===== src/seg_slice.sv =====
`timescale 1ns/1ps
`default_nettype none

module seg_slice #(
	parameter type payload_t = logic [7:0]
) (
	input  wire       clk,
	input  wire       rst_n,

	input  wire       in_valid_i,
	output logic      in_ready_o,
	input  wire       payload_t in_data_i,

	output logic      out_valid_o,
	input  wire       out_ready_i,
	output payload_t  out_data_o
);

	// Two-entry storage
	payload_t mem [2];

	logic       wr_ptr;
	logic       rd_ptr;
	logic [1:0] count;
	logic       push;
	logic       pop;

	// Ready comes from the count only, so no path from out_ready_i
	assign in_ready_o  = (count != 2'd2);
	assign out_valid_o = (count != 2'd0);
	assign out_data_o  = mem[rd_ptr];

	assign push = in_valid_i & in_ready_o;
	assign pop  = out_valid_o & out_ready_i;

	always_ff @(posedge clk or negedge rst_n)
	begin
		if (!rst_n)
		begin
			wr_ptr <= 1'b0;
			rd_ptr <= 1'b0;
			count  <= 2'd0;
		end
		else
		begin
			if (push)
				wr_ptr <= ~wr_ptr;
			if (pop)
				rd_ptr <= ~rd_ptr;
			count <= count + 2'(push) - 2'(pop);
		end
	end

	always_ff @(posedge clk)
	begin
		if (push)
			mem[wr_ptr] <= in_data_i;
	end

endmodule

`default_nettype wire


===== config.mk =====
export PLATFORM = sky130hd
export DESIGN_NAME = seg_slice
export DESIGN_NICKNAME = d
export VERILOG_FILES = /design/src/seg_slice.sv
export SDC_FILE = /design/constraint.sdc
export NUM_CORES = 1
export LEC_CHECK = 0
export BUFFER_PORTS_ARGS = -buffer_cell sky130_fd_sc_hd__buf_2
export CORE_MARGIN = 2
export CORE_UTILIZATION = 45
export DETAILED_ROUTE_END_ITERATION = 6
export PLACE_DENSITY_LB_ADDON = 0.15
export SYNTH_ARGS = -nofsm -noshare
export SYNTH_HDL_FRONTEND = slang
export SYNTH_SLANG_ARGS = --single-unit

===== constraint.sdc =====
create_clock -name clk -period 2 [get_ports clk]
set_input_delay 0.2 -clock clk [delete_from_list [all_inputs] [get_ports clk]]
set_output_delay 0.2 -clock clk [all_outputs]
set_load 0.05 [all_outputs]

Word level (Yosys, flattened, before mapping)
Memory sizes are Yosys's and may differ from the RTL's.
Cells that the tools add are included.
{"block": "op_classes", "n_mul": 0, "div_mod_pow": 0, "n_shift": 0, "reduce_logical": 1, "n_addsub": 2, "bitwise_logic": 4, "muxes": 2, "n_eq_ne": 1, "n_lt_le_gt_ge": 0}
{"cell": "adder 2 x 1 -> 2 bit", "count": 1}
{"cell": "AND 1 bit", "count": 2}
{"cell": "two-way mux 1 bit", "count": 2}
{"cell": "!= test 2 bit, second input constant", "count": 1}
{"cell": "NOT 1 bit", "count": 2}
{"cell": "nonzero test 2 bit", "count": 1}
{"cell": "subtractor 2 x 1 -> 2 bit", "count": 1}
{"block": "totals", "ram_bits": 16, "output_inout_bits": 10, "latchBits": 0, "rom_bits": 0, "n_memories": 1, "in_bits": 12, "register_bits": 4, "elab_cells": 14}
{"name": "mem", "words": 2, "word_bits": 8, "rd": 1, "rd_ports_with_merged_regs": 0, "wr": 1, "line": "20", "rtl": "payload_t mem [2];"}

Longest topological paths before layout
{"block": "depth", "depth_word": 4, "ltp_mapped": 7, "depth_no_buf": 7}

Worst setup path after synthesis
OpenSTA, ideal clock, no wires.
{"block": "synth_timing", "path_type": "reg2reg", "start": "reg count[1]", "end": "reg count[1]", "arrival_ps": 1766, "setup_slack_ps": 112, "setup_time_ps": 123, "n_path_buf": 0, "path_stages_with_launch": 8, "synth_period_minus_slack_ps": 1888, "path_cell_list": "dfrtp_1 -> or2_1 -> and2_4 -> ha_1 -> inv_1 -> ha_1 -> xnor2_1 -> xnor2_1"}
{"block": "synth_via", "elab_cells_between_ends": 6}
{"item": "from (decl)", "line": "24", "rtl": "logic [1:0] count;"}
{"item": "from (signal assigned)", "line": "50", "rtl": "count <= count + 2'(push) - 2'(pop);"}
{"item": "nonzero test 2 bit", "line": "30", "rtl": "assign out_valid_o = (count != 2'd0);"}
{"item": "via out_valid_o", "line": "14", "rtl": "output logic out_valid_o,"}
{"item": "AND 1 bit", "line": "34", "rtl": "assign pop = out_valid_o & out_ready_i;"}
{"item": "via pop", "line": "26", "rtl": "logic pop;"}
{"item": "subtractor 2 x 1 -> 2 bit", "line": "50"}
The timed path passes the listed nets, and every way through them passes these cells.
A chain may end at the register's enable or synchronous reset.

Final worst setup path
{"block": "layout_timing", "start": "reg count[1]", "end": "reg count[1]"}
{"block": "layout_via", "elab_cells_between_ends": 6}
{"item": "nonzero test 2 bit", "line": "30"}
{"item": "AND 1 bit", "line": "34"}
{"item": "via pop", "line": "26"}
{"item": "subtractor 2 x 1 -> 2 bit", "line": "50"}
The timed path passes the listed nets, and every way through them passes these cells.

==> flow_metrics.env <==
export IMPL_post_place_cells=79
export IMPL_clock_latency_ns=0.29
export IMPL_area_delta_synth_final_pct=22.5
export IMPL_cts_inserted_buffers=3
export IMPL_cp_start_kind="flop"
export IMPL_nets=83
export IMPL_dpl_worst_slack_ns=0.360
export IMPL_grt_max_degree=12
export IMPL_synth_fp_nets=56
export IMPL_antenna_found_initial=0
export IMPL_fmax_mhz=595
export IMPL_grt_pass1_vias=426
export IMPL_synthArstFlopShare_pct=20.0
export IMPL_synth_top_area_share_pct=62.0
export IMPL_setup_viol_count_final=0
export IMPL_die_area_sq_mm=0.00207
export IMPL_instances_no_fill=84
export IMPL_arrival_ns=1.90
export IMPL_rsz0062_at_grt="no"
export IMPL_yosys_top_cells_area="edfxtp_1, dfrtp_1, mux2_1"
export IMPL_synth_avg_cell_area_sq_um=18.4
export IMPL_antenna_left=0
export IMPL_core_sq_mm=0.00156
export IMPL_initial_core_util_pct=49.7
export IMPL_synth_top_area_cell="edfxtp_1"
export IMPL_drive_gt1_share_pct=39.7
export IMPL_endpoint_kind="flop"
export IMPL_path_clk_slew_ns=0.11
export IMPL_maxCapViolCount=0
export IMPL_clock_tree_root_cell="clkbuf_4"
export IMPL_io_buffers=21
export IMPL_peakVddDrop_mv=0.987
export IMPL_synth_seq_area_share_pct=75.0
export IMPL_ys_flop_type="edfxtp_1"
export IMPL_slew_viol_final=0
export IMPL_synth_distinct_cells=14
export IMPL_vias=432
export IMPL_netlist_instances=42
export IMPL_critPathKind="reg -> reg"
export IMPL_grt_pass1_wl_um=1720
export IMPL_required_ns=2.22
export IMPL_powerDensity_mw_per_mm2=1680
export IMPL_routed_wl_um=1120
export IMPL_status="completed"
export IMPL_die_w_um=45.5
export IMPL_ys_ff_latch=20
export IMPL_ios=22
export IMPL_initialDrtViolationCount=2
export IMPL_fin_ws_ns=0.318
export IMPL_setup_tns_final_ns=0
export IMPL_holdCritPathClass="in -> reg"
export IMPL_r2r_slack_ns=0.32
export IMPL_wire_per_inst_um=13.3
export IMPL_whs_ns=0.0896
export IMPL_synth_most_common_cell="edfxtp_1"
export IMPL_skew_ns=0.00208
export IMPL_synthTopCellsByCount="edfxtp_1, mux2_1, dfrtp_1, xnor2_1, ha_1"
export IMPL_dp_hpwl_um=771
export IMPL_relSlewSlack_pct=73.2
export IMPL_vias_per_cell=5.14
export IMPL_ctsResizeCount=0
export IMPL_final_util_pct=60.8
export IMPL_cp_max_fo=3
export IMPL_hold_viol=0
export IMPL_first_pass_iters=4
export IMPL_routabilityCongestion=0.681
export IMPL_die_y_um=45.5
export IMPL_cts_tree="built"
export IMPL_n_antenna_cell=0
export IMPL_rows=14
export IMPL_grt_usage_pct=12.0
export IMPL_power_leakage_nw=0.390
export IMPL_gr_total_overflow=0
export IMPL_cts_buffer_depth=2
export IMPL_syn_area_sq_um=774
export IMPL_worst_pin_slew_ns=0.403
export IMPL_drc=0
export IMPL_htreeDepth=1
export IMPL_fin_crit_ns=1.68
export IMPL_finalCritPeriodShare_pct=84.1
export IMPL_tritoncts_num_sinks=20
export IMPL_synth_edf_count=16
export IMPL_yosys_warnings=0
==> worst paths after layout <==
| kind | start | end | cells after the start |
|---|---|---|---|
| worst max register to register | count[1] | count[1] | 7 |
| worst min-delay path | in_data_i[1] | mem[1][1] | 1 |
| min in group asynchronous | rst_n | count[1] | 2 |
| worst max-delay path | count[1] | count[1] | 7 |
| worst min register to register | wr_ptr | wr_ptr | 1 |
| max in group asynchronous | rst_n | wr_ptr | 2 |
==> worst max-delay path: stages, from the launching register on <==
cell and delay, ns:
dfrtp_1 0.42, or2_1 0.25, and2_4 0.17, ha_1 0.26
inv_1 0.04, ha_1 0.17, xnor2_1 0.18, xnor2_1 0.14
==> flip-flops by register name, summed over array words and instances, names as in the netlist <==
| register | count |
|---|---|
| wr_ptr | 1 |
| rd_ptr | 1 |
| count | 2 |
| mem | 16 |
==> layout make-up <==
type                       count  area [sq um]
fill                         122           611
sequential                    20           581
multi-input combinational     20           185
timing repair buffer          23           123
clock buffer                   4          36.3
tap                           16          20.0
inverter                       1          3.75
==> stage by stage <==
| step | instance area [sq um] | power (mW) |
|---|---|---|
| 6_report | 948 | 1.59 |
| 3_3_place_gp | 902 | 1.37 |
| 3_5_place_dp | 902 | 1.38 |
| 5_1_grt | 948 | 1.67 |
| 2_1_floorplan | 774 | 1.22 |
| 4_1_cts | 948 | 1.61 |
==> metal layers <==
metal	vias up	routed length (um)	global-route usage (%)
li1	207	-	-
met1	211	453	12.2
met2	12	608	22.0
met3	2	54	3.97
met4	0	4	5.29
met5	-	0	0
==> power by group <==
| part | total [mW] | switching, mW | internal (mW) |
|---|---|---|---|
| Combinational | 0.708 | 0.491 | 0.217 |
| Sequential | 0.656 | 0.0744 | 0.582 |
| Clock | 0.226 | 0.115 | 0.111 |
==> placed cells by master, fill, tap and decap left out, types with 2 or more instances in the layout <==
| cell | synthesis | final |
|---|---|---|
| buf_2 | 1 | 21 |
| xnor2_1 | 3 | 3 |
| mux2_1 | 8 | 8 |
| edfxtp_1 | 16 | 16 |
| clkbuf_4 | 0 | 3 |
| dfrtp_1 | 4 | 4 |
| ha_1 | 2 | 2 |
==> cell families (layout without fill, tap and decap cells) <==
| kind of cell | after synthesis | count (layout) | synth area share [%] |
|---|---|---|---|
| adders and majority gates | 2 | 2 | 3.23 |
| DFF | 20 | 20 | 75.0 |
| buffers and inverters | 2 | 28 | 1.13 |
| and+or+nand+nor | 6 | 6 | 4.52 |
| muxes | 8 | 8 | 11.6 |
| xor gates and xnor gates | 4 | 4 | 4.52 |
==> repair_timing <==
item | 4_1_cts | 5_1_grt
buffers inserted | 0 | 0
hold endpoints to repair | 4 | 0
hold buffers | 1 | 0
Note: power is estimated with default switching activity, not from simulation.
