[config.mk]
export PLATFORM = sky130hd
export DESIGN_NAME = tcp_conn_fsm
export DESIGN_NICKNAME = d
export VERILOG_FILES = /design/src/tcp_ctrl_pkg.sv /design/src/tcp_conn_fsm.sv
export VERILOG_INCLUDE_DIRS = /design/src /design/src/src
export SDC_FILE = /design/constraint.sdc
export NUM_CORES = 1
export LEC_CHECK = 0
export ABC_AREA = 1
export BUFFER_PORTS_ARGS = -buffer_cell sky130_fd_sc_hd__buf_2
export CAP_MARGIN = 20
export CORE_AREA = 2 2 116 118
export CTS_BUF_LIST = sky130_fd_sc_hd__clkbuf_8
export CTS_CLUSTER_SIZE = 8
export DETAILED_ROUTE_END_ITERATION = 8
export DIE_AREA = 0 0 118 120
export PLACE_DENSITY_LB_ADDON = 0.2
export REMOVE_ABC_BUFFERS = 1
export SLEW_MARGIN = 20
export SYNTH_ARGS = -nofsm -noshare
export SYNTH_HDL_FRONTEND = slang
export SYNTH_SLANG_ARGS = --single-unit
[constraint.sdc]
create_clock -name clk -period 1.5 [get_ports clk]
set_input_delay 0.075 -clock clk [delete_from_list [all_inputs] [get_ports clk]]
set_output_delay 0.075 -clock clk [all_outputs]
set_load 0.05 [all_outputs]
[src/tcp_ctrl_consts.svh]
`ifndef TCP_CTRL_CONSTS_SVH
`define TCP_CTRL_CONSTS_SVH

// Number of transmit buffers behind the arbiter
`define TCP_BUF_NUM 8

// Initial send sequence number
`define TCP_ISS 32'd0

// Data segments allowed before the peer acknowledges
`define TCP_MAX_INFLIGHT 16

// Usable window in bytes needed to start a data segment
`define TCP_MIN_WINDOW 25000

// Local port, known to the segment encoder
`define TCP_LOCAL_PORT 16'd63256

`endif

[src/tcp_ctrl_pkg.sv]
`default_nettype none

`include "tcp_ctrl_consts.svh"

package tcp_ctrl_pkg;

	typedef logic [31:0] seq_t;

	typedef logic [$clog2(`TCP_BUF_NUM)-1:0] buf_idx_t;

	// Bit order as on the wire, urg is bit 5
	typedef struct packed {
		logic urg;
		logic ack;
		logic psh;
		logic rst;
		logic syn;
		logic fin;
	} tcp_flags_t;

	typedef struct packed {
		logic [15:0] src_port;
		logic [15:0] dst_port;
		tcp_flags_t  flags;
		seq_t        seq;
		seq_t        ack;
		logic [15:0] len;
		logic [15:0] window;
	} rx_seg_t;

	typedef struct packed {
		logic [15:0] dst_port;
		tcp_flags_t  flags;
		seq_t        seq;
		seq_t        ack;
		logic [15:0] len;
		buf_idx_t    buf_idx;
	} tx_cmd_t;

	typedef enum logic [5:0] {
		ST_LISTEN      = 6'b00_0001,
		ST_SYN_RCVD    = 6'b00_0010,
		ST_ESTABLISHED = 6'b00_0100,
		ST_CLOSE_WAIT  = 6'b00_1000,
		ST_LAST_ACK    = 6'b01_0000,
		ST_CLOSED      = 6'b10_0000
	} conn_state_t;

	typedef enum logic [2:0] {
		EV_NONE,
		EV_SYNACK,
		EV_RSTACK,
		EV_ACK,
		EV_FIN_SEEN,
		EV_FINACK,
		EV_OPEN,
		EV_DATA
	} ev_kind_t;

	typedef struct packed {
		ev_kind_t kind;
		rx_seg_t  seg;
	} ctrl_ev_t;

endpackage

`default_nettype wire

[src/tcp_conn_fsm.sv]
`timescale 1ns/1ps
`default_nettype none

module tcp_conn_fsm (
	input  wire                    clk,
	input  wire                    rst_n,

	input  wire                    seg_valid_i,
	output logic                   seg_ready_o,
	input  wire tcp_ctrl_pkg::rx_seg_t seg_i,

	output logic                   ev_valid_o,
	input  wire                    ev_ready_i,
	output tcp_ctrl_pkg::ctrl_ev_t ev_o,
	output logic [15:0]            peer_port_o,

	input  wire                    send_ok_i,
	input  wire                    buf_sel_valid_i,

	output logic                   state_listen_o,
	output logic                   state_estab_o
);

	import tcp_ctrl_pkg::*;

	conn_state_t state_q;
	conn_state_t state_d;
	ev_kind_t    ev_kind;
	logic        seg_fire;
	logic [15:0] peer_port_q;

	// Segments wait in the slice while closing down
	assign seg_ready_o = ev_ready_i & (state_q != ST_CLOSE_WAIT) & (state_q != ST_CLOSED);
	assign seg_fire    = seg_valid_i & seg_ready_o;

	// --------------------
	// Next state and event
	// --------------------
	always_comb
	begin
		state_d    = state_q;
		ev_valid_o = 1'b0;
		ev_kind    = EV_NONE;
		case (state_q)
			ST_LISTEN:
			begin
				if (seg_fire && !seg_i.flags.rst)
				begin
					if (seg_i.flags.ack)
					begin
						ev_valid_o = 1'b1;
						ev_kind    = EV_RSTACK;
					end
					else if (seg_i.flags.syn)
					begin
						ev_valid_o = 1'b1;
						ev_kind    = EV_SYNACK;
						state_d    = ST_SYN_RCVD;
					end
				end
			end
			ST_SYN_RCVD:
			begin
				if (seg_fire)
				begin
					if (seg_i.flags.rst)
						state_d = ST_LISTEN;
					else if (seg_i.flags.syn)
						state_d = ST_CLOSED;
					else if (seg_i.flags.ack)
					begin
						ev_valid_o = 1'b1;
						ev_kind    = EV_OPEN;
						state_d    = ST_ESTABLISHED;
					end
				end
			end
			ST_ESTABLISHED:
			begin
				if (seg_fire)
				begin
					// Every segment here reaches the builder for the window
					ev_valid_o = 1'b1;
					if (seg_i.flags.rst && (seg_i.src_port == peer_port_q))
						state_d = ST_CLOSED;
					else if (seg_i.flags.fin)
					begin
						ev_kind = EV_FIN_SEEN;
						state_d = ST_CLOSE_WAIT;
					end
					else if (seg_i.flags.ack && (seg_i.len != 16'd0))
						ev_kind = EV_ACK;
				end
				else if (!seg_valid_i && send_ok_i && buf_sel_valid_i && ev_ready_i)
				begin
					ev_valid_o = 1'b1;
					ev_kind    = EV_DATA;
				end
			end
			ST_CLOSE_WAIT:
			begin
				if (ev_ready_i)
				begin
					ev_valid_o = 1'b1;
					ev_kind    = EV_FINACK;
					state_d    = ST_LAST_ACK;
				end
			end
			ST_LAST_ACK:
			begin
				if (seg_fire && (seg_i.flags.ack || seg_i.flags.rst))
					state_d = ST_CLOSED;
			end
			default:
				state_d = ST_LISTEN;
		endcase
	end

	always_ff @(posedge clk or negedge rst_n)
	begin
		if (!rst_n)
		begin
			state_q     <= ST_LISTEN;
			peer_port_q <= 16'd0;
		end
		else
		begin
			state_q <= state_d;
			if (ev_valid_o && (ev_kind == EV_SYNACK))
				peer_port_q <= seg_i.src_port;
		end
	end

	assign ev_o.kind      = ev_kind;
	assign ev_o.seg       = seg_i;
	assign peer_port_o    = peer_port_q;
	assign state_listen_o = (state_q == ST_LISTEN);
	assign state_estab_o  = (state_q == ST_ESTABLISHED);

endmodule

`default_nettype wire

# --- Word level (Yosys, flattened, before mapping) ---
# Cells that the tools add are included.
classes:
  bitwise: 3
  magnitude_cmp: 0
  n_shift: 0
  n_addsub: 0
  mux: 38
  div_mod_pow: 0
  multipliers: 0
  n_reduce_logical: 13
  eq_ne: 18
op_table:
  columns: ["operator", "count"]
  rows:
  - ["2-to-1 mux 6 bit", 12]
  - ["one-hot mux 6 bit (5 select lines)", 1]
  - ["2-to-1 mux 3 bit", 9]
  - ["equality test 16 bit", 1]
  - ["nonzero test 16 bit", 1]
  - ["one-hot mux 3 bit (4 select lines)", 1]
  - ["2-to-1 mux 1 bit", 11]
  - ["inequality test 2 bit, second input constant", 5]
  - ["AND reduction 9 bit", 1]
  - ["logical AND 1 bit", 8]
  - ["equality test 6 x 1 -> 1 bit, second input constant", 1]
  - ["equality test 6 x 2 -> 1 bit, second input constant", 1]
  - ["equality test 6 x 3 -> 1 bit, second input constant", 1]
  - ["equality test 6 x 4 -> 1 bit, second input constant", 1]
  - ["equality test 6 x 5 -> 1 bit, second input constant", 1]
  - ["2-to-1 mux 2 bit", 3]
  - ["inequality test 6 x 4 -> 1 bit, second input constant", 1]
  - ["inequality test 6 bit, second input constant", 1]
  - ["inequality test 2 x 1 -> 1 bit, second input constant", 2]
  - ["inequality test 4 bit, second input constant", 1]
  - ["one-hot mux 1 bit (4 select lines)", 1]
  - ["bitwise AND 1 bit", 3]
  - ["equality test 3 x 1 -> 1 bit, second input constant", 1]
  - ["inequality test 3 x 2 -> 1 bit, second input constant", 1]
  - ["other kinds (2)", 3]
totals:
  register_bits: 22
  latch_bits: 0
  mem_bits_ro: 0
  mem_bits_rw: 0
  n_memories: 0

# --- Longest topological paths before layout ---
# Gate-level depths: netlist (run 1).
logic_depth:
  depth_word: 9
  depth_mapped: 12

# --- Least setup slack after synthesis (run 1) ---
# Ideal clock, no wire load.
synth_path:
  kind: "register to output"
  start: "register state_q[0]"
  end: "output port ev_o[134] (netlist name)"
  stages_incl_launch_ff: 8
  setup_slack_ps: -472
  arrival_time_ps: 1897
  path_buffers: 1
  cell_sequence: "dfstp_2 > inv_1 > nor2_1 > nand3_1 > inv_1 > nand3_4 > buf_6 > nand3_1"
synth_lines:
  columns: ["element", "line", "source"]
  rows:
  - ["from (decl)", "tcp_conn_fsm.sv:26", "conn_state_t state_q;"]
  - ["from (signal assigned)", "tcp_conn_fsm.sv:128", "state_q <= state_d;"]
  - ["to (decl)", "tcp_conn_fsm.sv:14", "output tcp_ctrl_pkg::ctrl_ev_t ev_o,"]

==> results of run 1 <==
[synthesized netlist by cell type]
library cell,count
nand3_4,1
nor3_1,2
o22ai_1,1
o21ai_0,2
nand2_2,1
inv_2,1
nor2_1,43
o21ai_1,16
nor2_4,1
buf_6,2
buf_4,134
a21oi_1,3
inv_1,70
nor2_2,3
clkbuf_8,1
nand2_1,102
nand3_2,2
dfstp_2,1
dfrtp_1,21
nand4_1,14
nand3_1,12
[kinds of logic after synthesis]
logic type      after synthesis
compound gates               22
simple gates                181
flops                        22
buf+inv                     208
[cell type report]
cell class              count  area share (%)
clock inverters             1           0.116
flip-flops and latches     22            17.1
inverters                  71            8.38
well taps                 176            6.80
clock buffers               3            1.27
multi-input cells         203            32.3
repair buffers            170            34.1
[state kept, by name, indices dropped and copies added (netlist names)]
signal / cells
state_q: 6
peer_port_o: 16
[cells in the final DEF (no fill, tap or decap)]
cell type and count:
dfstp_2 1, nand2_1 95, nand3_4 2, o21ai_1 3, nand2_2 8, nor2_1 39
dfrtp_2 1, nor2_2 3, nor2_4 5, buf_12 1, a21oi_1 1, nand3_1 7
inv_4 2, buf_8 3, inv_1 66, nand4_1 14, dlygate4sd3_1 1, a21oi_4 2
nand3_2 6, dfrtp_1 20, buf_4 66, o21ai_2 15, buf_6 6, inv_2 4
o22ai_1 1, nor3_1 2, buf_2 93, clkbuf_8 3
[critical path, cell delays in order (launching register included)]
cell and delay [ns]:
dfstp_2 0.57, nor2_4 0.06, nand3_2 0.10, nand3_4 0.09, nor2_4 0.17, inv_2 0.08, a21oi_4 0.18, nand2_2 0.08
nand3_1 0.08, buf_6 0.16
[worst min path at each step]
stage                           from         endpoint  slack (ns)  cells after the start
after detailed placement       rst_n   peer_port_o[3]        0.12                      1
after global routing      seg_i[126]   peer_port_o[8]        0.03                      3
after global placement         rst_n   peer_port_o[3]        0.12                      1
final                     seg_i[128]  peer_port_o[10]        0.04                      3
after CTS                 seg_i[132]  peer_port_o[14]        0.04                      3
after floorplan                rst_n   peer_port_o[0]       -0.22                      0
[power breakdown]
| part | internal, mW | leakage [nW] | switching, mW |
|---|---|---|---|
| clock network | 0.183 | 0.0269 | 0.222 |
| registers | 0.812 | 0.238 | 0.180 |
| logic | 1.32 | 1.60 | 2.02 |
| total | 2.31 | 1.86 | 2.42 |
[per-layer routing]
layer  wire length [um]  up-vias  share of wire [%]  global-route usage, %
met2               8550      288                 45                   42.2
met4                629        2                3.3                   5.12
li1                   -     1241                  -                      -
met5                 83        -               0.44                   5.88
met1               3930     1139                 21                   15.1
met3               5720       24                 30                   38.5
[metrics by stage]
step	util, %	setup TNS [ns]	instances
2_1_floorplan	-	-8.40	296
3_3_place_gp	22.1	-4.31	629
3_5_place_dp	22.1	-4.34	629
4_1_cts	23.7	-5.76	640
5_1_grt	25.0	-9.59	646
6_report	25.0	-6.62	646
[repair_timing]
action | CTS | global route
buffers inserted | 6 | 6
endpoints found under the setup margin | 29 | 29
resized for setup | 38 | 31
endpoints found under the hold margin | 21 | 0
pin swaps | 4 | 5
hold buffers | 1 | 0
cloned | 0 | 0
==> key figures, run 1 <==
Logic synthesis
  • Yosys top cell area share: a little over a third
  • Post-Syn Area: ~2700 um2
  • Mux contribution to synthesized area: 0%
  • Yosys warns: 0
  • Post-Syn Area per Cell: around 6.3 um2
  • Main combinational cell family by area after synthesis: buffers and inverters
  • XOR/XNOR share of the synthesized area: 0%
  • Post-synthesis sequential area ratio: between 20 and 25%
  • Synth unique cells: 21
  • Post-synth top area cell: buf_4
  • Area fraction in and, or, nand and nor cells after synthesis: 28.2%
  • Compound-Gate Fraction of Synth Area: 4.05%
  • Adder-cell share of the synthesized area: 0%
  • Synthesis-stage register bit count: 22
  • Mapped Cells: about 430
  • Top cells by area, synth: buf_4, dfrtp_1, nand2_1

Setup path
  • Crit path DAT: roughly 1.8 ns
  • Worst setup path class: reg2out
  • Crit path from: state_q[0]
  • R2r endpoint: state_q[3]
  • FF-to-FF setup slack: -0.27 ns
  • Startpoint types: flop
  • FF-to-FF Start: state_q[2]
  • Worst Setup EP: ev_o[135]
  • Worst Reg-to-Reg Cells: 11
  • Crit Path Max Fanout: 5
  • Worst EP required: around 1.4 ns
  • Crit. End Element: output pin

Finish
  • Fill count: 1,485
  • Seq. cell area: between 500 and 600 um2
  • Area delta synth->final: 17.9%
  • Multi-input logic area: between 1000 and 1500 um2
  • Antenna diodes: 0
  • Nets: 611
  • Fraction of layout cells with a size suffix above 1: between 40 and 50%
  • Finished layout cell area: 3240 um2

Drt
  • WL final: 18,900 um
  • Drt wl/cell: 29.3 um
  • Vias per cell: approximately 4.2
  • Post-route ant nets: 0
  • Initial DRC count: 110
  • Drt pass-1 iters: 4
  • Residual DRC: 0
  • Via count: about 2,700

Pwr
  • Max VDD drop: ~720 uV
  • Overall power: 4.73 mW
  • Power per cell area: about 1500 nW/um2
  • Leak Pwr: between 1.5 and 2 nW

Clocking
  • Inserted Clock Buffers: 3
  • Worst skew pair latency: 0.27 ns
  • Root buffer cell: clkbuf_8
  • Num Clock Sinks: 22
  • Longest Clk Path Bufs: 2
  • H-Tree Depth: 1
  • CTS tree: built
  • Clock slew seen by the registers of the worst setup and hold paths: 0.10 ns

Timing
  • Period utilization: 128%
  • Worst-Margin Slew: between 0.5 and 0.6 ns
  • Worst hold slack: roughly 0.044 ns
  • Clock Skew: ~0.012 ns
  • Setup violations, final: 27
  • Highest clock rate: 522 MHz
  • Relative slew slack: 61.3%
  • RSZ-0062 raised after global routing: yes
  • Fin. max-slew vios: 0
  • Final WS setup: -0.417 ns
  • Min Clock Period, post-route: about 1.9 ns
  • Hold Fails Final Rpt: 0

Global routing
  • Initial antenna violation count: 0
  • Vias in the first global route: between 2,000 and 2,500
  • GRT Resource Usage Total: a little over a quarter
  • First-pass GRT wire length: ~24,000 um
  • Grt ovf: 0
  • Largest net degree at the start of global routing: 33

Placed design
  • PortBufs: 100
  • Placer Congestion: about 0.94
  • Dpl cell area: ~2900 um2
  • Detail Placement HPWL: around 17,000 um
  • Pre-CTS setup slack: -0.229 ns

Status
  • Failing checks: negative setup slack
  • Status: finished, violations left

Floorplan
  • Initial Utilization: between 20% and 30%
  • Die width: roughly 120 um
  • Die Ht: about 120 um
  • I/O pin total: between 200 and 300
  • Die ar.: roughly 14,000 um2
  • # rows: 42
  • Core area: 13,000 um2

Worst hold path
  • Hold WC Path Type: in2reg

Job
  • MaxCap Viol Count: 0
No activity file was read; power rests on OpenSTA's default activity.
==> inputs of run 2 (changes only) <==
ABC_AREA = unset   (was 1)
SLEW_MARGIN = 30   (was 20)
==> run 2 against run 1 <==
The run still ends with negative setup slack left. Design area is 6.3% lower. Worst setup slack worse by 0.30 ns. Die area stayed put. Global-route usage is 3.1 points higher. Non-clock buffer count is 4 higher. Critical path depth is 1 lower. Critical path type is now reg2reg. Critical endpoint is now state_q[0].
==> key figures, run 2 <==
Status
  • Status: finished, violations left (unchanged)
  • Failing checks: negative setup slack (unchanged)

Setup path
  • Crit path DAT: 2.42 ns (was 1.84 ns)
  • Startpoint types: flop (unchanged)
  • Worst EP required: 1.70 ns (was 1.42 ns)
  • Worst path cell trace: buf_6 > buf_4 > nand3b_1 > buf_4 > o21ai_1 > a221o_2 > a31oi_4 > mux2_4 (was nor2_4 > nand3_2 > nand3_4 > nor2_4 > inv_2 > a21oi_4 > nand2_2 > nand3_1 > buf_6)
  • Max stage delay cell, worst path: dfstp_2 (unchanged)
  • CP dominant cell by count: buf_4 (was nor2_4)
  • Worst setup path class: reg2reg (was reg2out)
  • Crit-path max cell delay: 0.54 ns (was 0.57 ns)
  • Crit Path Max Fanout: 5 (unchanged)
  • Crit. End Element: flop (was output pin)

Clocking
  • H-Tree Depth: 1 (unchanged)
  • Inserted Clock Buffers: 3 (unchanged)
  • Num Clock Sinks: 22 (unchanged)
  • CTS tree: built (unchanged)
  • Worst skew pair latency: 0.27 ns (about the same)
  • Root buffer cell: clkbuf_8 (unchanged)
  • Longest Clk Path Bufs: 2 (unchanged)
  • Clock slew seen by the registers of the worst setup and hold paths: 0.09 ns (was 0.10 ns)

Logic synthesis
  • Post-synth top area cell: buf_4 (unchanged)
  • Area fraction in and, or, nand and nor cells after synthesis: 11.0% (was 28.2%)
  • Compound-Gate Fraction of Synth Area: 8.52% (was 4.05%)
  • Synthesis-stage register bit count: 22 (unchanged)
  • Post-synthesis sequential area ratio: 22.6% (was 20.1%)
  • Yosys warns: 0 (unchanged)
  • Cell with the most instances after synthesis: buf_4 (unchanged)
  • Post-synth EDFFs: 0 (unchanged)
  • Main combinational cell family by area after synthesis: buffers and inverters (unchanged)
  • Yosys top cell area share: 41.6% (was 36.6%)
  • Post-synth top flop: dfrtp_1 (unchanged)
  • Post-Syn Area: 2440 um2 (was 2750 um2)
  • XOR/XNOR share of the synthesized area: 6.46% (was 0%)
  • Mapped Cells: 265 (was 433)
  • Async set-or-reset flop fraction in the synthesized netlist: 100% (unchanged)
  • Post-Syn Area per Cell: 9.20 um2 (was 6.35 um2)
  • Synth unique cells: 45 (was 21)
  • Most frequent cells after synthesis: buf_4, dfrtp_1, xnor2_1 (was buf_4, nand2_1, inv_1)
  • Mux contribution to synthesized area: 8.00% (was 0%)
  • Top cells by area, synth: buf_4, dfrtp_1, mux2_2 (was buf_4, dfrtp_1, nand2_1)
  • Adder-cell share of the synthesized area: 0% (unchanged)

Global routing
  • Grt ovf: 0 (unchanged)
  • Initial antenna violation count: 2 (was 0)
  • Largest net degree at the start of global routing: 23 (was 33)
  • Vias in the first global route: 1,924 (was 2,421)
  • GRT Resource Usage Total: 29.1% (was 26.0%)
  • Met2 track demand over resource: 53.6% (was 42.2%)
  • M1 GR Usage: 13.9% (was 15.1%)
  • Most used routing layer: met2 (unchanged)
  • Met3 Track Usage GR: 41.1% (was 38.5%)
  • First-pass GRT wire length: 25,700 um (was 24,000 um)

Finish
  • Seq. cell area: 556 um2 (was 553 um2)
  • Final core occ: 23.4% (was 25.0%)
  • Commonest cells after routing, fill and taps aside: buf_2, buf_4, dfrtp_1 (was nand2_1, buf_2, inv_1, buf_4, nor2_1)
  • Fill count: 1,446 (was 1,485)
  • Max reg flops: 16 (unchanged)
  • Area delta synth->final: 24.5% (was 17.9%)
  • Nets: 446 (was 611)
  • Final instance count without filler cells: 482 (was 646)
  • Most common cell after layout, fill and taps aside: buf_2 (was nand2_1)
  • Multi-input logic area: 1010 um2 (was 1050 um2)
  • Fraction of layout cells with a size suffix above 1: 74.1% (was 47.0%)
  • Finished layout cell area: 3040 um2 (was 3240 um2)

Timing
  • Worst-Margin Slew: 0.682 ns (was 0.580 ns)
  • Min Clock Period, post-route: 2.22 ns (was 1.92 ns)
  • Relative slew slack: 54.4% (was 61.3%)
  • Setup TNS: -14.06 ns (was -6.62 ns)
  • Highest clock rate: 451 MHz (was 522 MHz)
  • Clock Skew: 0.00291 ns (was 0.0121 ns)
  • Fin. max-slew vios: 0 (unchanged)
  • Period utilization: 148% (was 128%)
  • Hold Fails Final Rpt: 0 (unchanged)
  • RSZ-0062 raised after global routing: yes (unchanged)
  • Setup violations, final: 29 (was 27)
  • Final WS setup: -0.716 ns (was -0.417 ns)

Floorplan
  • Die Ht: 120 um (unchanged)
  • # rows: 42 (unchanged)
  • Core area: 13,000 um2 (unchanged)
  • I/O pin total: 297 (unchanged)
  • Die width: 118 um (unchanged)
  • Die ar.: 14,200 um2 (unchanged)
  • Initial Utilization: 18.8% (was 21.2%)

Placed design
  • Dpl cells: 454 (was 629)
  • PortBufs: 100 (unchanged)
  • Dpl cell area: 2530 um2 (was 2870 um2)
  • Detail Placement HPWL: 19,600 um (was 17,400 um)
  • Placer Congestion: 1.12 (was 0.938)

Drt
  • Residual DRC: 0 (unchanged)
  • Post-route ant nets: 0 (unchanged)
  • Drt pass-1 iters: 4 (unchanged)
  • Vias per cell: 4.38 (was 4.17)
  • WL final: 21,500 um (was 18,900 um)
  • Initial DRC count: 102 (was 110)
  • Drt wl/cell: 44.7 um (was 29.3 um)
  • Via count: 2,111 (was 2,694)

Pwr
  • Max VDD drop: 813 uV (was 724 uV)
  • Leak Pwr: 1.54 nW (was 1.86 nW)
  • Power per cell area: 1750 nW/um2 (was 1460 nW/um2)

Worst hold path
  • Hold WC Path Type: in2reg (unchanged)

Job
  • MaxCap Viol Count: 0 (unchanged)
## run 2: cell count changes in the layout (fill, tap and decap cells not counted), sizes merged, moves of 8 or more
cell	change
nand2	-98
inv	-67
nor2	-44
mux2	+17
xnor2	+16
nand3	-11
nand4	-9
nor4	+9
o21ai	-8
## run 2: final cells by class
type,count,area share (%)
tap,176,7.25
sequential,22,18.3
multi-input combinational,100,33.4
clock buffer,3,1.36
inverter,5,0.783
timing repair buffer,174,38.7
antenna,1,0.0824
clock inverter,1,0.124
## run 2: cell families (layout without fill, tap and decap cells)
logic type | Yosys count | count (layout)
muxes | 17 | 17
buffers and inverters | 143 | 183
xor gates and xnor gates | 18 | 18
other | 0 | 1
AOI/OAI and AO/OA | 27 | 27
DFF | 22 | 22
and+or+nand+nor | 38 | 38
## run 2: path summary, 6_finish.rpt
kind                                  from         endpoint  slack [ns]  cells after the start
hold reg to reg            peer_port_o[12]  peer_port_o[12]        0.63                      2
hold / removal                  seg_i[124]   peer_port_o[6]        0.07                      2
setup / recovery                state_q[0]       state_q[0]       -0.72                      8
setup reg to reg                state_q[0]       state_q[0]       -0.72                      8
min in group asynchronous            rst_n   peer_port_o[8]        0.32                      2
max in group asynchronous            rst_n       state_q[5]        0.76                      2
## run 2: metrics by stage
step,hold slack (ns),power [mW],setup slack (ns)
floorplan,-0.221,2.80,-1.06
CTS,0.0633,4.91,-0.708
detailed placement,0.104,4.20,-0.590
global placement,0.0995,4.21,-0.576
global route,0.0662,5.59,-0.770
finish,0.0714,5.32,-0.716
## run 2: layer usage
metal  up-vias  share of wire [%]
li1        842                  -
met1       908                 17
met2       339                 52
met3        22                 30
met4         0                1.3
met5         -                  0
## run 2: what timing repair did
action	in CTS	in global routing
setup endpoints to repair	29	29
pin swaps	12	11
cloned	1	0
resized for setup	31	44
hold buffers	1	0
endpoints found under the hold margin	21	0
buffers inserted	14	11
## run 2: report_power, final
group	switching (mW)	internal, mW
registers	0.195	0.859
clock network	0.219	0.184
logic	2.09	1.77
total	2.51	2.82
## run 2: worst max-delay path, delay by kind of cell (launching register included)
| family | cells | cell delay (ns) |
|---|---|---|
| compound gates | 3 | 0.76 |
| buf+inv | 3 | 0.36 |
| flops | 1 | 0.54 |
| mux | 1 | 0.32 |
| simple gates | 1 | 0.17 |
