File: config.mk
export PLATFORM = sky130hd
export DESIGN_NAME = tcp_seg_builder
export DESIGN_NICKNAME = d
export VERILOG_FILES = /design/src/tcp_ctrl_pkg.sv /design/src/tcp_seg_builder.sv
export VERILOG_INCLUDE_DIRS = /design/src /design/src/src
export SDC_FILE = /design/constraint.sdc
export NUM_CORES = 1
export LEC_CHECK = 0
export BUFFER_PORTS_ARGS = -buffer_cell sky130_fd_sc_hd__buf_2
export CAP_MARGIN = 20
export CORE_MARGIN = 1
export CORE_UTILIZATION = 54
export DETAILED_ROUTE_END_ITERATION = 8
export PLACE_DENSITY_LB_ADDON = 0.25
export SETUP_SLACK_MARGIN = 0.1
export SLEW_MARGIN = 10
export SYNTH_ARGS = -nofsm -noshare
export SYNTH_HDL_FRONTEND = slang
export SYNTH_SLANG_ARGS = --single-unit
File: constraint.sdc
create_clock -name clk -period 6.55 [get_ports clk]
set_input_delay 1.31 -clock clk [delete_from_list [all_inputs] [get_ports clk]]
set_output_delay 1.31 -clock clk [all_outputs]
set_load 0.02 [all_outputs]
File: src/tcp_ctrl_consts.svh
`ifndef TCP_CTRL_CONSTS_SVH
`define TCP_CTRL_CONSTS_SVH

// Number of transmit buffers behind the arbiter
`define TCP_BUF_NUM 8

// Initial send sequence number
`define TCP_ISS 32'd0

// Data segments allowed before the peer acknowledges
`define TCP_MAX_INFLIGHT 16

// Usable window in bytes needed to start a data segment
`define TCP_MIN_WINDOW 25000

// Local port, known to the segment encoder
`define TCP_LOCAL_PORT 16'd63256

`endif

File: src/tcp_ctrl_pkg.sv
`default_nettype none

`include "tcp_ctrl_consts.svh"

package tcp_ctrl_pkg;

	typedef logic [31:0] seq_t;

	typedef logic [$clog2(`TCP_BUF_NUM)-1:0] buf_idx_t;

	// Bit order as on the wire, urg is bit 5
	typedef struct packed {
		logic urg;
		logic ack;
		logic psh;
		logic rst;
		logic syn;
		logic fin;
	} tcp_flags_t;

	typedef struct packed {
		logic [15:0] src_port;
		logic [15:0] dst_port;
		tcp_flags_t  flags;
		seq_t        seq;
		seq_t        ack;
		logic [15:0] len;
		logic [15:0] window;
	} rx_seg_t;

	typedef struct packed {
		logic [15:0] dst_port;
		tcp_flags_t  flags;
		seq_t        seq;
		seq_t        ack;
		logic [15:0] len;
		buf_idx_t    buf_idx;
	} tx_cmd_t;

	typedef enum logic [5:0] {
		ST_LISTEN      = 6'b00_0001,
		ST_SYN_RCVD    = 6'b00_0010,
		ST_ESTABLISHED = 6'b00_0100,
		ST_CLOSE_WAIT  = 6'b00_1000,
		ST_LAST_ACK    = 6'b01_0000,
		ST_CLOSED      = 6'b10_0000
	} conn_state_t;

	typedef enum logic [2:0] {
		EV_NONE,
		EV_SYNACK,
		EV_RSTACK,
		EV_ACK,
		EV_FIN_SEEN,
		EV_FINACK,
		EV_OPEN,
		EV_DATA
	} ev_kind_t;

	typedef struct packed {
		ev_kind_t kind;
		rx_seg_t  seg;
	} ctrl_ev_t;

endpackage

`default_nettype wire

File: src/tcp_seg_builder.sv
`timescale 1ns/1ps
`default_nettype none

`include "tcp_ctrl_consts.svh"

module tcp_seg_builder (
	input  wire                        clk,
	input  wire                        rst_n,

	input  wire                        ev_valid_i,
	output logic                       ev_ready_o,
	input  wire tcp_ctrl_pkg::ctrl_ev_t ev_i,
	input  wire [15:0]                 peer_port_i,

	input  wire tcp_ctrl_pkg::buf_idx_t buf_sel_idx_i,
	input  wire [`TCP_BUF_NUM-1:0][15:0] buf_len_i,
	output logic                       buf_take_o,
	output logic                       send_ok_o,

	output logic                       cmd_valid_o,
	input  wire                        cmd_ready_i,
	output tcp_ctrl_pkg::tx_cmd_t      cmd_o
);

	import tcp_ctrl_pkg::*;

	localparam int CNT_W = $clog2(`TCP_MAX_INFLIGHT) + 1;

	seq_t        snd_seq_q;
	seq_t        rcv_ack_q;
	seq_t        rcv_next_q;
	seq_t        win_q;
	logic [CNT_W-1:0] pkt_cnt_q;

	logic        cmd_valid_q;
	tx_cmd_t     cmd_q;
	tx_cmd_t     cmd_d;

	logic        ev_fire;
	logic        makes_cmd;
	logic        est_seg;
	logic        in_order;
	seq_t        seg_end;
	logic [15:0] data_len;

	// Accept while the command register is free or draining
	assign ev_ready_o = ~cmd_valid_q | cmd_ready_i;
	assign ev_fire    = ev_valid_i & ev_ready_o;

	assign makes_cmd = ev_i.kind inside {EV_SYNACK, EV_RSTACK, EV_ACK, EV_FINACK, EV_DATA};
	assign est_seg   = ev_i.kind inside {EV_NONE, EV_ACK, EV_FIN_SEEN};
	assign seg_end   = ev_i.seg.seq + 32'(ev_i.seg.len);
	assign in_order  = (ev_i.seg.seq == rcv_next_q);
	assign data_len  = buf_len_i[buf_sel_idx_i];

	assign buf_take_o = ev_fire & (ev_i.kind == EV_DATA);
	assign send_ok_o  = (win_q >= 32'(`TCP_MIN_WINDOW)) &&
		(pkt_cnt_q < CNT_W'(`TCP_MAX_INFLIGHT));

	// --------------------
	// Command forming
	// --------------------
	always_comb
	begin
		cmd_d.dst_port = peer_port_i;
		cmd_d.flags    = '0;
		cmd_d.seq      = snd_seq_q;
		cmd_d.ack      = rcv_ack_q;
		cmd_d.len      = 16'd0;
		cmd_d.buf_idx  = '0;
		case (ev_i.kind)
			EV_SYNACK:
			begin
				cmd_d.dst_port = ev_i.seg.src_port;
				cmd_d.flags    = tcp_flags_t'(6'h12);
				cmd_d.seq      = `TCP_ISS;
				cmd_d.ack      = ev_i.seg.seq + 32'd1;
			end
			EV_RSTACK:
			begin
				// Reply goes to whoever sent the stray ACK
				cmd_d.dst_port = ev_i.seg.src_port;
				cmd_d.flags    = tcp_flags_t'(6'h14);
				cmd_d.seq      = ev_i.seg.ack;
				cmd_d.ack      = ev_i.seg.seq;
			end
			EV_ACK:
			begin
				cmd_d.flags = tcp_flags_t'(6'h10);
				if (in_order)
					cmd_d.ack = seg_end;
			end
			EV_FINACK:
				cmd_d.flags = tcp_flags_t'(6'h11);
			EV_DATA:
			begin
				cmd_d.flags   = tcp_flags_t'(6'h18);
				cmd_d.len     = data_len;
				cmd_d.buf_idx = buf_sel_idx_i;
			end
			default:
				cmd_d.flags = '0;
		endcase
	end

	always_ff @(posedge clk or negedge rst_n)
	begin
		if (!rst_n)
			cmd_valid_q <= 1'b0;
		else if (ev_fire && makes_cmd)
			cmd_valid_q <= 1'b1;
		else if (cmd_ready_i)
			cmd_valid_q <= 1'b0;
	end

	always_ff @(posedge clk)
	begin
		if (ev_fire && makes_cmd)
			cmd_q <= cmd_d;
	end

	// --------------------
	// Connection registers
	// --------------------
	always_ff @(posedge clk or negedge rst_n)
	begin
		if (!rst_n)
		begin
			snd_seq_q  <= '0;
			rcv_ack_q  <= '0;
			rcv_next_q <= '0;
			win_q      <= '0;
			pkt_cnt_q  <= '0;
		end
		else if (ev_fire)
		begin
			if (ev_i.kind == EV_OPEN)
			begin
				snd_seq_q  <= `TCP_ISS + 32'd1;
				rcv_next_q <= seg_end;
				win_q      <= {16'd0, ev_i.seg.window};
			end
			else if (ev_i.kind == EV_DATA)
				snd_seq_q <= snd_seq_q + 32'(data_len);

			if ((ev_i.kind == EV_ACK) && in_order)
			begin
				rcv_ack_q  <= seg_end;
				rcv_next_q <= seg_end;
			end
			else if (ev_i.kind == EV_FIN_SEEN)
				rcv_ack_q <= ev_i.seg.seq + 32'd1;

			// Usable window relative to what is already sent, wraps mod 2^32
			if (est_seg)
				win_q <= ev_i.seg.ack + 32'(ev_i.seg.window) - snd_seq_q;

			if ((est_seg || (ev_i.kind == EV_OPEN)) && ev_i.seg.flags.ack)
				pkt_cnt_q <= '0;
			else if (ev_i.kind == EV_DATA)
				pkt_cnt_q <= pkt_cnt_q + 1'b1;
		end
	end

	assign cmd_valid_o = cmd_valid_q;
	assign cmd_o       = cmd_q;

endmodule

`default_nettype wire

After elaboration in Yosys (flattened, before gate mapping) --
Cells that the tools add are included. W data, S select, Z words.
Storage, ports and cells: bits in registers 239, logic and storage cells 77, output and inout bits 109, input bits 288
Operators by class: bitwise logic cells 4, $lt $le $gt $ge 3, reductions and logical operators 20, add/sub/neg operators 6, muxes and demuxes 19, equal/unequal tests 8
Operator list (count):
- $mux W32 | 9
- $add A32 B16 Y32 | 3
- $pmux W32 S3 | 1
- $pmux W32 S2 | 1
- $bmux W16 S3 | 1
- $add A32 B1 Y32 const B | 1
- $eq A32 B32 Y1 | 1
- $ge A32 B15 Y1 const B | 1
- $mux W16 | 2
- $sub A32 B32 Y32 | 1
- $pmux W5 S5 | 1
- $eq A3 B3 Y1 const B | 4
- $reduce_bool A2 Y1 | 6
- $mux W5 | 2
- $reduce_and A2 Y1 | 5
- $eq A3 B2 Y1 const B | 2
- $add A5 B1 Y5 const B | 1
- $lt A5 B5 Y1 const B | 1
- $reduce_bool A5 Y1 | 1
- $logic_and A1 B1 Y1 | 4
- $lt A3 B4 Y1 const B | 1
- $eq A3 B1 Y1 const B | 1
- $logic_not A3 Y1 | 1
- $reduce_bool A3 Y1 | 1
- 6 further kinds | 8

Longest topological paths before layout --
Gate-level depths: netlist of run 1.
depth in word-level cells 6, gate-level depth with buffers 14, gate-level depth less buffers 14

Least setup slack after synthesis of run 1 --
No wires, ideal clock.
kind in2reg, start point input ev_i[134] in the netlist's numbering, end point register cmd_q, in the netlist cmd_o[0], enable pin, required time 5.982 ns, cell stages on the path 4, setup time 0.568 ns, buffers on the path 2, slack -0.322 ns, arrival 6.303 ns, cell sequence clkbuf_1 > clkbuf_1 > nor2_1 > nor2_1
Between the ends: longest elaborated chain between the ends 3, elaborated cells on any way between the ends 7, those cells by class 5 x eq/ne; 2 x reduce/logical
Ends and longest elaborated chain:
- start: declaration | RTL line tcp_seg_builder.sv:12 | input wire tcp_ctrl_pkg::ctrl_ev_t ev_i,
- $eq A3 B1 Y1, or another cell as far along | RTL line tcp_seg_builder.sv:50 | assign makes_cmd = ev_i.kind inside {EV_SYNACK, EV_RSTACK, EV_ACK, EV_FINACK, EV_DATA};
- $reduce_bool A5 Y1 * | RTL line tcp_seg_builder.sv:50
- $logic_and A1 B1 Y1 * | RTL line tcp_seg_builder.sv:118 | if (ev_fire && makes_cmd)
- end signal: assignment | RTL line tcp_seg_builder.sv:119 | cmd_q <= cmd_d;
- end: declaration | RTL line tcp_seg_builder.sv:36 | tx_cmd_t cmd_q;
Mark *: on every way between the ends. The rest lies on a longest branch, timed or not. A chain may end at the register's enable or synchronous reset.

Worst setup path in the final report of run 1 --
start point input buf_sel_idx_i[0], end point register snd_seq_q[24]
Between the ends: longest elaborated chain between the ends 5
Ends and longest elaborated chain:
- start: declaration | RTL line tcp_seg_builder.sv:15 | input wire tcp_ctrl_pkg::buf_idx_t buf_sel_idx_i,
- $bmux W16 S3 | RTL line tcp_seg_builder.sv:54 | assign data_len = buf_len_i[buf_sel_idx_i];
- $mux W16 (not written as such) | RTL line tcp_seg_builder.sv:54
- via data_len[1] | RTL line tcp_seg_builder.sv:44 | logic [15:0] data_len;
- $add A32 B16 Y32 | RTL line tcp_seg_builder.sv:144 | snd_seq_q <= snd_seq_q + 32'(data_len);
- $mux W32 | RTL line tcp_seg_builder.sv:143 | else if (ev_i.kind == EV_DATA)
- $mux W32 | RTL line tcp_seg_builder.sv:137 | if (ev_i.kind == EV_OPEN)
- end signal: assignment | RTL line tcp_seg_builder.sv:139 | snd_seq_q <= `TCP_ISS + 32'd1;
- end signal: assignment | RTL line tcp_seg_builder.sv:144
- end: declaration | RTL line tcp_seg_builder.sv:29 | seq_t snd_seq_q;
The timed path passes the listed nets, and every way through them passes these cells. The select of a mux whose other input is x is not followed.

==> impl_metrics.csv, run 1 <==
group,metric,value,unit
outcome,status,"complete, no violations",
routing,dr.pass1.iters,6,
routing,route.detailed.drc,0,
floorplanning,die_h,177,µm
logic_synthesis,synth_compound_area_share,18.0,%
power_and_ir_drop,ir_worst_vdd,0.236,mV
critical_path,path_cells,"buf_2 -> buf_4 -> mux4_2 -> mux2_2 -> fa_1 -> a21oi_1 -> o21bai_1 -> a21oi_1 -> o2111ai_1 -> a41oi_2 -> nor4_1 -> xnor2_1 -> o22ai_1",
timing,fmax,206,MHz
layout,area_growth,17.9,%
floorplanning,die_area,31400,µm²
logic_synthesis,yosysUniqueCellTypes,86,
critical_path,worst_path_largest_cell_delay,0.56,ns
timing,fin_ws,1.71,ns
layout,multi_input_area,9300,µm²
cts,clkTransAtPathRegs,0.06,ns
cts,cts_tree,"done",
routing,wl,52.3,mm
routing,vias_per_cell,6.08,
global_route,antenna_found_initial,3,
timing,finalCritPeriodShare,73.9,%
global_route,grt_usage,32.7,%
critical_path,reg2reg_depth,8,
job,maxCapViolCount,0,
logic_synthesis,ys.flop_type,"dfrtp_1",
timing,rsz0062_at_grt,"false",
cts,root_buffer,"clkbuf_16",
timing,slew_violations,0,
timing,setup_viol,0,
layout,instances_no_fill,2488,
logic_synthesis,syn_area,16600,µm²
timing,hold_viol,0,
cts,clock_path_buffers,3,
layout,fillCellCount,2501,
global_route,grt_max_degree,72,
placed_design,gp_congestion,0.933,
timing,clock_skew,0.0106,ns
critical_path,worst-path-buf-inv,2,
cts,cts_hold_buf,0,
cts,cts_buffers,27,
routing,drtAntennaViolNets,0,
logic_synthesis,synth_edf_count,104,
layout,regArea,6400,µm²
critical_path,required,6.96,ns
global_route,grt_pass1_vias,14400,
min_path,hold_path_depth,2,
cts,cts_resized,0,
critical_path,reg2reg_to,"cmd_o[24]",
cts,clock-sinks,235,
floorplanning,num_rows,63,
power_and_ir_drop,powerDensity,305,nW/µm²
floorplanning,coreArea,30000,µm²
min_path,hold_path.class,"flip-flop to flip-flop",
critical_path,r2r_start,"rcv_next_q[23]",
critical_path,slowest_stage,"a41oi_2",
critical_path,r2r_slack,2.73,ns
critical_path,crit_start,"buf_sel_idx_i[0]",
logic_synthesis,netlist_instances,1752,
cts,postCtsSetupBuffers,0,
critical_path,critical-path-top-delay-family,"compound AO/OA/AOI/OAI gates",
routing,wire_per_inst,21.0,µm
logic_synthesis,synthAdderAreaFrac,8.28,%
placed_design,dp_cells,2432,
floorplanning,initial_core_util,55.4,%
critical_path,crit_type,"primary input to flip-flop",
placed_design,portBuffers,374,
logic_synthesis,synth-xor-area-share,7.34,%
placed_design,place_ws,1.17,ns
logic_synthesis,synthArstFlopShare,55.7,%
floorplanning,die_w,177,µm
logic_synthesis,synth_area_per_cell,9.47,µm²
layout,drive_above_1_share,25.8,%
routing,vias,15100,
logic_synthesis,synth_top_family_by_area,"compound AO/OA/AOI/OAI gates",
power_and_ir_drop,p_leak,8.66,nW
logic_synthesis,synth_mux_area_share,7.63,%
layout,nNetsFinal,2461,
critical_path,crit_path_frequent_cell,"a21oi_1",
min_path,hold_start,"win_q[20]",
global_route,grt_overflow_total,0,
cts,clk_latency,0.55,ns
critical_path,start_kind,"primary input",
timing,worst_slew_pin_slew,1.12,ns
global_route,grt_pass1_wl,79.4,mm
logic_synthesis,yosysWarnings,0,
critical_path,arrival,5.26,ns
timing,setup-tns-final,0,ns
logic_synthesis,yosys.area_share.simple,14.7,%
placed_design,place_hpwl,39.1,mm
routing,drt_iter0_drc,1242,
logic_synthesis,synth-seq-area-share,38.6,%
timing,hold_ws,0.482,ns
critical_path,crit_fanout,23,
cts,cts-htree-levels,1,
min_path,min_to,"win_q[20]",
critical_path,crit_path_end_kind,"flip-flop",
timing,slew_headroom,25.2,%
logic_synthesis,syn-num-nets,2139,
timing,period_needed,4.84,ns
logic_synthesis,ys_ff_latch,235,
floorplanning,pin_count,397,
layout,post-route-util,65.3,%
cell usage after synthesis (25+ instances only):
cell	instances	share of area (%)
a21oi_1	126	3.8
a21o_1	25	1.1
ha_1	81	6.1
mux4_2	32	4.3
xnor2_1	89	4.7
clkbuf_1	60	1.4
dfrtp_1	131	20
edfxtp_1	104	19
nand4_1	27	1.0
xor2_1	50	2.6
and2_1	27	1.0
nor2_1	118	2.7
nand2_1	211	4.8
o21ai_0	139	4.2
inv_1	106	2.4
nand3_1	39	1.2
mux2_2	43	2.9
nor3_1	27	0.81
worst reg2reg max path: stages (launching register included):
cell and delay, ns:
dfrtp_1 0.40, xnor2_1 0.32, nand4_1 0.23, nor4_4 0.58
nand2_1 0.42, nand2_1 0.15, nand2_1 0.66, a221oi_1 0.52
o21ai_0 0.24
kinds of logic (layout without fill, tap and decap cells):
family                     Yosys count  after routing
other                                1              4
and+or+nand+nor                    520            520
xor gates and xnor gates           139            139
muxes                               81             81
AOI/OAI and AO/OA                  465            465
adders and majority gates           99             99
DFF                                235            235
buffers and inverters              212            555
how the worst max path moves through the flow:
stage	endpoint	cells after the start
after floorplan	cmd_o[0]	4
after global placement	snd_seq_q[24]	13
after detailed placement	snd_seq_q[24]	13
after CTS	snd_seq_q[22]	13
after global routing	snd_seq_q[24]	13
final	snd_seq_q[24]	13
cell usage in the layout (no fill, tap or decap), types with 7 or more instances in the layout:
cell	Yosys	routed
nor2_1	118	116
o31ai_1	9	9
mux4_2	32	32
nand2_1	211	211
clkinv_1	2	7
ha_1	81	81
a21o_1	25	25
o21ai_0	139	138
o22ai_1	10	10
mux2_2	43	43
clkbuf_1	60	7
edfxtp_1	104	104
and2_1	27	27
or3_1	15	15
dfrtp_1	131	131
nor3_1	27	26
buf_4	9	20
and3_1	12	12
fa_1	18	18
a211oi_1	7	7
nor4_1	13	13
xor2_1	50	50
xnor2_1	89	89
a31oi_1	20	20
inv_1	106	106
buf_2	15	373
a21oi_1	126	126
a221o_1	12	12
nand3_1	39	39
o211ai_1	9	9
nand4_1	27	27
clkbuf_16	0	27
o21bai_1	11	11
o21a_1	12	12
a22o_1	20	20
sequential cells by signal, summed over array words and instances (netlist names):
name and flops:
cmd_o 104, cmd_valid_o 1, pkt_cnt_q 5, rcv_ack_q 32, rcv_next_q 32, snd_seq_q 32
win_q 29
metrics by stage:
step	total power, W	instance area (µm²)
floorplan	0.00375	16600
finish	0.00597	19600
global placement	0.00432	18600
global route	0.00632	19600
detailed placement	0.00440	18600
CTS	0.00595	19500
power by group:
part           leakage (nW)  total [W]  switching [W]  internal [W]
clock                 0.433    0.00154       0.000623      0.000913
sequential             2.61    0.00208       0.000228       0.00185
combinational          5.62    0.00235        0.00135      0.000997
layer usage:
layer,wire [µm],GRT usage (%),up-vias
li1,-,-,6966
met1,21500,44.9,7229
met2,24000,51.0,800
met3,4830,6.42,125
met4,1810,11.6,2
met5,131,3.21,-
final cells by class:
| type | count | share of cell area (%) |
|---|---|---|
| repair buffers | 396 | 10.6 |
| diodes | 3 | 0.0384 |
| clock inverters | 16 | 0.908 |
| inverters | 109 | 2.09 |
| multi-input cells | 1305 | 47.6 |
| flip-flops and latches | 235 | 32.7 |
| clock buffers | 34 | 3.59 |
| well taps | 390 | 2.50 |
(Power assumes the default switching activity.)
==> run 2, diff against run 1 <==
Settings changed: CORE_UTILIZATION 54 to 50.
Clock period 6.55 ns to 4 ns, I/O delays scaled along.
==> impl_metrics.csv, run 2 (same netlist as run 1, synthesis figures left out) <==
group,metric,value,unit
placed_design,place_ws,-0.166,ns
layout,finish.instance_area,20100,µm²
critical_path,worst_path_largest_cell_delay,0.50,ns
placed_design,place_hpwl,39.0,mm
critical_path,r2r_slack,0.56,ns
power_and_ir_drop,powerDensity,494,nW/µm²
critical_path,reg2reg_to,"win_q[26]",
min_path,hold_path.class,"primary input to async pin",
timing,hold_viol,0,
placed_design,portBuffers,374,
routing,dr.pass1.iters,5,
cts,postCtsSetupBuffers,0,
cts,cts_hold_buf,0,
critical_path,crit_path_end_kind,"flip-flop",
global_route,antenna_found_initial,2,
cts,root_buffer,"clkbuf_16",
cts,clock_path_buffers,3,
routing,drt_iter0_drc,1158,
timing,clock_skew,0.0118,ns
layout,nNetsFinal,2520,
global_route,grt_overflow_total,0,
global_route,grt_pass1_wl,78.2,mm
routing,route.detailed.drc,0,
critical_path,arrival,4.05,ns
cts,cts_buffers,27,
timing,slew_headroom,28.3,%
critical_path,path_cells,"buf_2 -> buf_12 -> mux4_2 -> mux2_2 -> ha_1 -> fa_1 -> a21oi_1 -> o21bai_1 -> a21oi_1 -> buf_4 -> o2111ai_2 -> a41oi_4 -> buf_12 -> nor4_1 -> xnor2_1 -> o22ai_1",
floorplanning,coreArea,32600,µm²
cts,cts_resized,0,
layout,drive_above_1_share,27.9,%
placed_design,gp_congestion,0.945,
timing,slew_violations,0,
floorplanning,pin_count,397,
job,maxCapViolCount,0,
routing,vias,15100,
outcome,status,"complete, no violations",
layout,area_growth,21.3,%
placed_design,dp_cells,2545,
power_and_ir_drop,p_leak,8.95,nW
critical_path,slowest_stage,"mux4_2",
floorplanning,die_w,184,µm
timing,worst_slew_pin_slew,1.08,ns
layout,final_cell_mix,"buf_2, nand2_1, o21ai_0, dfrtp_1, a21oi_1",
critical_path,crit_type,"primary input to flip-flop",
routing,vias_per_cell,5.83,
placed_design,dpl_cell_area,19300,µm²
floorplanning,initial_core_util,50.9,%
cts,cts-htree-levels,1,
timing,setup_viol,0,
timing,period_needed,3.63,ns
global_route,grt_pass1_vias,14300,
critical_path,required,4.42,ns
floorplanning,die_h,184,µm
timing,finalCritPeriodShare,90.7,%
floorplanning,num_rows,66,
layout,final_common_cell,"buf_2",
power_and_ir_drop,ir_worst_vdd,0.339,mV
routing,wire_per_inst,19.8,µm
layout,fillCellCount,2831,
layout,multi_input_area,9330,µm²
timing,rsz0062_at_grt,"false",
floorplanning,die_area,33900,µm²
layout,regArea,6400,µm²
global_route,grt_max_degree,84,
layout,post-route-util,61.7,%
critical_path,r2r_start,"snd_seq_q[9]",
cts,clock-sinks,235,
cts,cts_tree,"done",
timing,fin_ws,0.371,ns
routing,wl,51.3,mm
cts,clkTransAtPathRegs,0.06,ns
critical_path,crit_fanout,12,
timing,fmax,276,MHz
layout,largest_register_ffs,104,
layout,instances_no_fill,2597,
cts,clk_latency,0.55,ns
critical_path,start_kind,"primary input",
routing,drtAntennaViolNets,0,
power_and_ir_drop,power,0.00995,W
global_route,grt_usage,29.7,%
critical_path,reg2reg_depth,11,
[run 2: cell types whose count changed in the layout (fill, tap and decap cells not counted), sizes merged]
cell      delta
clkinv       -7
buf         +59
diode        -2
clkbuf       +8
bufinv       -3
clkinvlp     +2
[run 2: stage by stage]
step	hold slack [ns]	TNS, ns
2_1_floorplan	0.442	0
3_3_place_gp	0.455	-0.535
3_5_place_dp	0.463	-1.25
4_1_cts	0.302	0
5_1_grt	0.321	0
6_report	0.290	0
[run 2: per-layer routing]
layer  vias to the layer above  global-route usage [%]  share of wire (%)  routed length, µm
met5                         -                       0                  0                  0
met4                         0                    10.3                3.4               1760
met3                       110                    4.92                7.4               3810
met2                       664                    47.0                 46              23800
met1                      7282                    41.2                 43              22000
li1                       7088                       -                  -                  -
[run 2: critical path: cells and delay by family]
family          cells  cell delay [ns]
compound gates      6             1.02
mux                 2             0.82
fa+ha+maj           2             0.64
buf+inv             4             0.56
xor+xnor            1             0.14
simple gates        1             0.06
[run 2: worst max path at each step]
stage               endpoint        startpoint  cells past startpoint
2_1_floorplan  snd_seq_q[22]  buf_sel_idx_i[0]                     14
4_1_cts        snd_seq_q[22]  buf_sel_idx_i[0]                     16
5_1_grt        snd_seq_q[31]  buf_sel_idx_i[0]                     14
3_5_place_dp   snd_seq_q[22]  buf_sel_idx_i[0]                     14
6_report       snd_seq_q[22]  buf_sel_idx_i[0]                     16
3_3_place_gp   snd_seq_q[22]  buf_sel_idx_i[0]                     16
[run 2: cell type report]
class | count | share of cell area, %
Tap cell | 442 | 2.75
Multi-Input combinational cell | 1305 | 46.4
Sequential cell | 235 | 31.8
Clock buffer | 42 | 3.79
Clock inverter | 8 | 0.361
Timing Repair Buffer | 455 | 12.9
Antenna cell | 1 | 0.0124
Inverter | 109 | 2.03
[run 2: power breakdown]
group          total, W  internal (W)  switching, W
registers       0.00338       0.00303      0.000350
clock network   0.00239       0.00137       0.00103
logic           0.00417       0.00187       0.00230
total           0.00995       0.00627       0.00368
